<file path="src/common/fabric_pkg.sv">
`default_nettype none

package fabric_pkg;

	// Tile geometry, fixed by the config word layout.
	localparam int NUM_SIDES = 4;
	localparam int TRACKS_PER_SIDE = 4;

	// Unit field codes of the config address.
	localparam logic [15:0] UNIT_SB = 16'd7;
	localparam logic [15:0] UNIT_CB0 = 16'd6;
	localparam logic [15:0] UNIT_CB1 = 16'd5;
	localparam logic [15:0] UNIT_CLB = 16'd4;

	// Logic block operations.
	localparam logic [1:0] OP_AND = 2'd0;
	localparam logic [1:0] OP_OR = 2'd1;
	localparam logic [1:0] OP_XOR = 2'd2;
	localparam logic [1:0] OP_NAND = 2'd3;

	// Switch box sources, relative to the side being driven.
	localparam logic [1:0] ROUTE_PE = 2'd0;
	localparam logic [1:0] ROUTE_NEXT = 2'd1;
	localparam logic [1:0] ROUTE_OPP = 2'd2;
	localparam logic [1:0] ROUTE_PREV = 2'd3;

	typedef struct packed {
		logic [15:0] unit; // Upper half.
		logic [15:0] tile; // Lower half.
	} config_addr_t;

	typedef struct packed {
		logic [TRACKS_PER_SIDE-1:0] side3;
		logic [TRACKS_PER_SIDE-1:0] side2;
		logic [TRACKS_PER_SIDE-1:0] side1;
		logic [TRACKS_PER_SIDE-1:0] side0;
	} tracks_t;

	// Switch box view, entry side*4 + track.
	typedef struct packed {
		logic [NUM_SIDES*TRACKS_PER_SIDE-1:0][1:0] route;
	} sb_word_t;

	typedef struct packed {
		logic [28:0] unused;
		logic [2:0] sel;
	} cb_word_t;

	typedef struct packed {
		logic [29:0] unused;
		logic [1:0] op;
	} clb_word_t;

	// One data word, read differently by each unit.
	typedef union packed {
		logic [31:0] raw;
		sb_word_t sb;
		cb_word_t cb;
		clb_word_t clb;
	} config_word_u;

endpackage

`default_nettype wire

</file>
<file path="src/design/config_decoder.sv">
`timescale 1ns/1ps
`default_nettype none

module config_decoder (
	input fabric_pkg::config_addr_t config_addr,
	input logic [15:0] tile_id,
	output logic en_sb,
	output logic en_cb0,
	output logic en_cb1,
	output logic en_clb
);

	import fabric_pkg::*;

	logic tile_match;

	assign tile_match = (config_addr.tile == tile_id);

	// Unit 0 and unknown codes fall through as idle.
	always_comb begin
		en_sb = 1'b0;
		en_cb0 = 1'b0;
		en_cb1 = 1'b0;
		en_clb = 1'b0;
		if (tile_match) begin
			case (config_addr.unit)
				UNIT_SB: begin
					en_sb = 1'b1;
				end
				UNIT_CB0: begin
					en_cb0 = 1'b1;
				end
				UNIT_CB1: begin
					en_cb1 = 1'b1;
				end
				UNIT_CLB: begin
					en_clb = 1'b1;
				end
				default: begin
				end
			endcase
		end
	end

endmodule

`default_nettype wire

</file>
<file path="src/design/connect_box.sv">
`timescale 1ns/1ps
`default_nettype none

module connect_box (
	input logic clk,
	input logic rst_n,
	input logic config_en,
	input fabric_pkg::config_word_u config_data,
	input logic [3:0] side_in,
	input logic [3:0] side_out,
	output logic operand
);

	logic [2:0] sel_q;
	logic [7:0] candidates;

	// Track select register.
	always_ff @(posedge clk or negedge rst_n) begin
		if (!rst_n) begin
			sel_q <= 3'd0;
		end else if (config_en) begin
			sel_q <= config_data.cb.sel;
		end
	end

	// Selects 0..3 are input tracks, 4..7 the routed output tracks.
	assign candidates = {side_out, side_in};

	always_comb begin
		case (sel_q)
			3'd0: operand = candidates[0];
			3'd1: operand = candidates[1];
			3'd2: operand = candidates[2];
			3'd3: operand = candidates[3];
			3'd4: operand = candidates[4];
			3'd5: operand = candidates[5];
			3'd6: operand = candidates[6];
			default: operand = candidates[7];
		endcase
	end

endmodule

`default_nettype wire

</file>
<file path="src/design/logic_block.sv">
`timescale 1ns/1ps
`default_nettype none

module logic_block (
	input logic clk,
	input logic rst_n,
	input logic config_en,
	input fabric_pkg::config_word_u config_data,
	input logic in0,
	input logic in1,
	output logic result
);

	import fabric_pkg::*;

	logic [1:0] op_q;
	logic op_value;

	// Op register.
	always_ff @(posedge clk or negedge rst_n) begin
		if (!rst_n) begin
			op_q <= OP_AND;
		end else if (config_en) begin
			op_q <= config_data.clb.op;
		end
	end

	always_comb begin
		case (op_q)
			OP_AND: begin
				op_value = in0 & in1;
			end
			OP_OR: begin
				op_value = in0 | in1;
			end
			OP_XOR: begin
				op_value = in0 ^ in1;
			end
			default: begin
				op_value = ~(in0 & in1); // OP_NAND.
			end
		endcase
	end

	// Output flop, cuts the loop back through the switch box.
	always_ff @(posedge clk or negedge rst_n) begin
		if (!rst_n) begin
			result <= 1'b0;
		end else begin
			result <= op_value;
		end
	end

endmodule

`default_nettype wire

</file>
<file path="src/design/pe_tile.sv">
`timescale 1ns/1ps
`default_nettype none

module pe_tile (
	input logic clk,
	input logic rst_n,
	input fabric_pkg::config_addr_t config_addr,
	input fabric_pkg::config_word_u config_data,
	input logic [15:0] tile_id,
	input fabric_pkg::tracks_t in_tracks,
	output fabric_pkg::tracks_t out_tracks
);

	logic en_sb;
	logic en_cb0;
	logic en_cb1;
	logic en_clb;
	logic op0;
	logic op1;
	logic pe_out;

	config_decoder decoder (
		.config_addr(config_addr),
		.tile_id(tile_id),
		.en_sb(en_sb),
		.en_cb0(en_cb0),
		.en_cb1(en_cb1),
		.en_clb(en_clb)
	);

	// Operand 0 from side 0.
	connect_box cb0 (
		.clk(clk),
		.rst_n(rst_n),
		.config_en(en_cb0),
		.config_data(config_data),
		.side_in(in_tracks.side0),
		.side_out(out_tracks.side0),
		.operand(op0)
	);

	// Operand 1 from side 1.
	connect_box cb1 (
		.clk(clk),
		.rst_n(rst_n),
		.config_en(en_cb1),
		.config_data(config_data),
		.side_in(in_tracks.side1),
		.side_out(out_tracks.side1),
		.operand(op1)
	);

	logic_block compute_block (
		.clk(clk),
		.rst_n(rst_n),
		.config_en(en_clb),
		.config_data(config_data),
		.in0(op0),
		.in1(op1),
		.result(pe_out)
	);

	switch_box sb (
		.clk(clk),
		.rst_n(rst_n),
		.config_en(en_sb),
		.config_data(config_data),
		.in_tracks(in_tracks),
		.pe_out(pe_out),
		.out_tracks(out_tracks)
	);

endmodule

`default_nettype wire

</file>
<file path="src/switch_box/switch_box.sv">
`timescale 1ns/1ps
`default_nettype none

module switch_box (
	input logic clk,
	input logic rst_n,
	input logic config_en,
	input fabric_pkg::config_word_u config_data,
	input fabric_pkg::tracks_t in_tracks,
	input logic pe_out,
	output fabric_pkg::tracks_t out_tracks
);

	import fabric_pkg::*;

	logic [NUM_SIDES*TRACKS_PER_SIDE-1:0][1:0] route_q;
	logic [NUM_SIDES-1:0][TRACKS_PER_SIDE-1:0] in_arr;
	logic [NUM_SIDES-1:0][TRACKS_PER_SIDE-1:0] out_arr;

	// Route register, all ROUTE_PE out of reset.
	always_ff @(posedge clk or negedge rst_n) begin
		if (!rst_n) begin
			route_q <= '0;
		end else if (config_en) begin
			route_q <= config_data.sb.route;
		end
	end

	// Side 3 lands in the top slice, side 0 in the bottom one.
	assign in_arr = in_tracks;

	always_comb begin
		for (int s = 0; s < NUM_SIDES; s++) begin
			for (int t = 0; t < TRACKS_PER_SIDE; t++) begin
				case (route_q[s*TRACKS_PER_SIDE+t])
					ROUTE_PE: begin
						out_arr[s][t] = pe_out;
					end
					ROUTE_NEXT: begin
						out_arr[s][t] = in_arr[(s+1)%NUM_SIDES][t];
					end
					ROUTE_OPP: begin
						out_arr[s][t] = in_arr[(s+2)%NUM_SIDES][t];
					end
					default: begin
						out_arr[s][t] = in_arr[(s+3)%NUM_SIDES][t]; // ROUTE_PREV.
					end
				endcase
			end
		end
	end

	// Same track index on the source side, no turns between tracks.
	assign out_tracks = out_arr;

endmodule

`default_nettype wire

</file>
<file path="config.mk">
export PLATFORM = sky130hd
export DESIGN_NAME = pe_tile
export DESIGN_NICKNAME = d
export VERILOG_FILES = /design/src/common/fabric_pkg.sv /design/src/design/config_decoder.sv /design/src/design/connect_box.sv /design/src/design/logic_block.sv /design/src/design/pe_tile.sv /design/src/switch_box/switch_box.sv
export SDC_FILE = /design/constraint.sdc
export NUM_CORES = 1
export LEC_CHECK = 0
export ABC_AREA = 1
export BUFFER_PORTS_ARGS = -buffer_cell sky130_fd_sc_hd__buf_2
export CORE_ASPECT_RATIO = 0.9
export CORE_MARGIN = 8
export CORE_UTILIZATION = 45
export CTS_CLUSTER_DIAMETER = 30
export CTS_CLUSTER_SIZE = 28
export DETAILED_ROUTE_END_ITERATION = 10
export GPL_ROUTABILITY_DRIVEN = 0
export PLACE_DENSITY = 0.79
export REMOVE_ABC_BUFFERS = 1
export SETUP_SLACK_MARGIN = 0.3
export SYNTH_ARGS = -nofsm -noshare
export SYNTH_HDL_FRONTEND = slang
export SYNTH_SLANG_ARGS = --single-unit
</file>
<file path="constraint.sdc">
create_clock -name clk -period 4.86 [get_ports clk]
set_input_delay 0.243 -clock clk [delete_from_list [all_inputs] [get_ports clk]]
set_output_delay 0.243 -clock clk [all_outputs]
set_load 0.01 [all_outputs]
</file>
==> metrics.cfg <==
[grt]
grt_pass1_vias=3318
grt_max_degree=45
grt_antenna_before_repair=0
grt.overflow.total=0
track_usage_pct=18.7
grt_pass1_wl_um=14500

[setup_path]
crit_path_end_kind=register
cpMostUsedCell=nor2_1
rrSetupSlack_ps=2710
cpPeakStageDelay_ps=470
cp.required_ps=5050
r2r_end=compute_block.result$_DFF_PN0_
cp.arrival_ps=2350
slowest_stage=dfrtp_1
critPathKind=register to register
r2r_cells=9
critPathLaunchType=register
startpoint=compute_block.result$_DFF_PN0_
r2r_start=compute_block.result$_DFF_PN0_
crit_chain=inv_1 -> o211ai_1 -> nand2_1 -> o21ai_0 -> nor2_1 -> nor2_1 -> ha_1 -> nor2_1 -> o31ai_1
critPathMaxFanout=12

[cells_and_area]
regArea_um2=1030
antenna_cells=0
drive_gt1_share_pct=22.4
area_growth_pct=25.0
fin_nets=666
nFillCells=635
multiInputGateArea_um2=1620

[die]
die_w_um=101
start_util_pct=45.7
fp-row-count=28
die_h_um=92.8
io_pins=114
core-area_um2=6450
die-area_um2=9400

[cts]
ctsHoldBuffers=0
cts_max_level=2
cts_resized=0
ctsLongestPathBuffers=2
cts_tree=built
cts_buffers=5
cts_root_buffer=clkbuf_8
cts_setup_buffers=0
clkLatencyLatePin_ps=290
cts_sinks=41
path_clk_slew_ps=80

[synth]
synth_warnings=0
synth.distinct_cells=23
syn_area_per_cell_um2=6.38
yosys.area.top_type=dfrtp_1
syn_area_um2=2950
ys_seq_area_share_pct=34.8
synth.top_cell.area_share_pct=34.8
yosys_register_bits=41
synthTopCellsByArea=dfrtp_1, nand2_1, nand4_1, nor2_1, inv_1
postSynthCellCount=462

[timing]
setup_slack_ps=2710
finalCriticalPeriod_ps=2150
setup-tns-final_ps=0
finalClockSkew_ps=4.92
whs_ps=78.1
finalSetupViolCount=0
slew_viol_final=0
tightest_slew_ps=911
fmax_mhz=465
hold_viol=0
relSlewSlack_pct=39.2
rsz0062_at_grt=false
min_period_over_period_pct=44.3

[power_and_ir_drop]
power_leakage_nw=2.12
peakVddDrop_v=0.000101
p_per_area_nw_per_um2=212

[route]
drt_pass1_iterations=6
drc=0
totalWireLength_um=8700
drt-initial-drc-count=161
ant_nets=0
vias=3355
wl_per_cell_um=13.2
via_per_inst=5.11

[placement]
place_ws_ps=2360
io_buffers=113
hpwl_um=6730

[hold_path]
hold_class=input port to async pin

[status]
run_status=finished, final reports clean

[run]
max_cap_viol_count=0

state kept, by name, summed over array words and instances (netlist names):
register              count
sb.route_q               32
compute_block.result      1
cb0.sel_q                 3
compute_block.op_q        2
cb1.sel_q                 3
cells in the final DEF, fill, tap and decap left out:
cell type and count:
nand3_2 1, nand2_1 156, a211oi_1 8, ha_1 2, clkbuf_8 5, clkinv_2 1, nor2_4 3, nor3b_1 1
o211ai_1 5, o21bai_1 1, nor3_1 1, o31ai_1 3, nand4_1 43, o22ai_1 1, nand3_1 26, xor2_1 2
o21ai_0 16, inv_1 56, bufinv_16 2, dfrtp_1 41, nor2_1 59, buf_4 2, nand3b_1 1, and2_1 5
buf_2 113, a21oi_1 13
Yosys cell counts, drive strengths merged:
master	instances
a211oi	8
a21oi	13
and2	5
buf	17
clkbuf	1
dfrtp	41
ha	2
inv	56
nand2	156
nand3	27
nand3b	1
nand4	43
nor2	62
nor3	1
nor3b	1
o211ai	5
o21ai	16
o21bai	1
o22ai	1
o31ai	3
xor2	2
critical path: cells and delay by family, from the launching register on:
kind            cells  cell delay, ps
fa+ha+maj           1             180
buf+inv             1             290
compound gates      3             750
simple gates        4             350
flops               1             470
report_power, final:
group	total [mW]	switching [mW]	leakage (nW)	internal (mW)
registers	0.342	0.000866	0.572	0.341
clock network	0.326	0.122	0.0681	0.204
logic	0.112	0.0620	1.48	0.0503
logic make-up (layout without fill, tap and decap cells):
logic type               count (synthesis)  count (layout)  share of synthesized area (%)
AND/OR/NAND/NOR                        296             296                           44.1
adder cells (fa/ha/maj)                  2               2                          0.849
AO/OA/AOI/OAI                           47              47                           9.47
flip-flops                              41              41                           34.8
XOR/XNOR                                 2               2                          0.594
buffers and inverters                   74             179                           10.1
cell type report:
cell class	instances	area share, %
tap	90	3.05
clock buffer	5	1.87
sequential	41	27.8
multi-input combinational	347	44.0
timing repair buffer	115	15.8
clock inverter	3	1.77
inverter	56	5.70
worst max-delay path by stage:
| stage | endpoint | slack [ps] | cells after the start |
|---|---|---|---|
| 2_1_floorplan | sb.route_q[0]$_DFFE_PN0P_ | 2940 | 8 |
| 3_3_place_gp | sb.route_q[5]$_DFFE_PN0P_ | 2480 | 9 |
| 3_5_place_dp | sb.route_q[4]$_DFFE_PN0P_ | 2360 | 9 |
| 4_1_cts | sb.route_q[20]$_DFFE_PN0P_ | 2690 | 9 |
| 5_1_grt | sb.route_q[4]$_DFFE_PN0P_ | 2400 | 9 |
| 6_report | compute_block.result$_DFF_PN0_ | 2710 | 9 |
routing by layer:
metal / wire length, µm / GRT usage (%) / part of all wire [%] / up-vias
met5: 0 / 0 / 0 / -
met4: 75 / 5.45 / 0.86 / 0
met3: 772 / 6.00 / 8.9 / 8
met2: 4190 / 32.3 / 48 / 137
met1: 3670 / 21.5 / 42 / 1495
li1: - / - / - / 1715
metrics by stage:
step	power, mW	cell area (µm²)	utilization (%)	instances
global placement	0.458	3550	55.1	649
CTS	0.788	3690	57.2	657
global route	0.816	3690	57.2	657
detailed placement	0.462	3550	55.1	649
finish	0.781	3690	57.2	657
floorplan	0.391	2860	-	444
No activity file was read; power rests on OpenSTA's default activity.
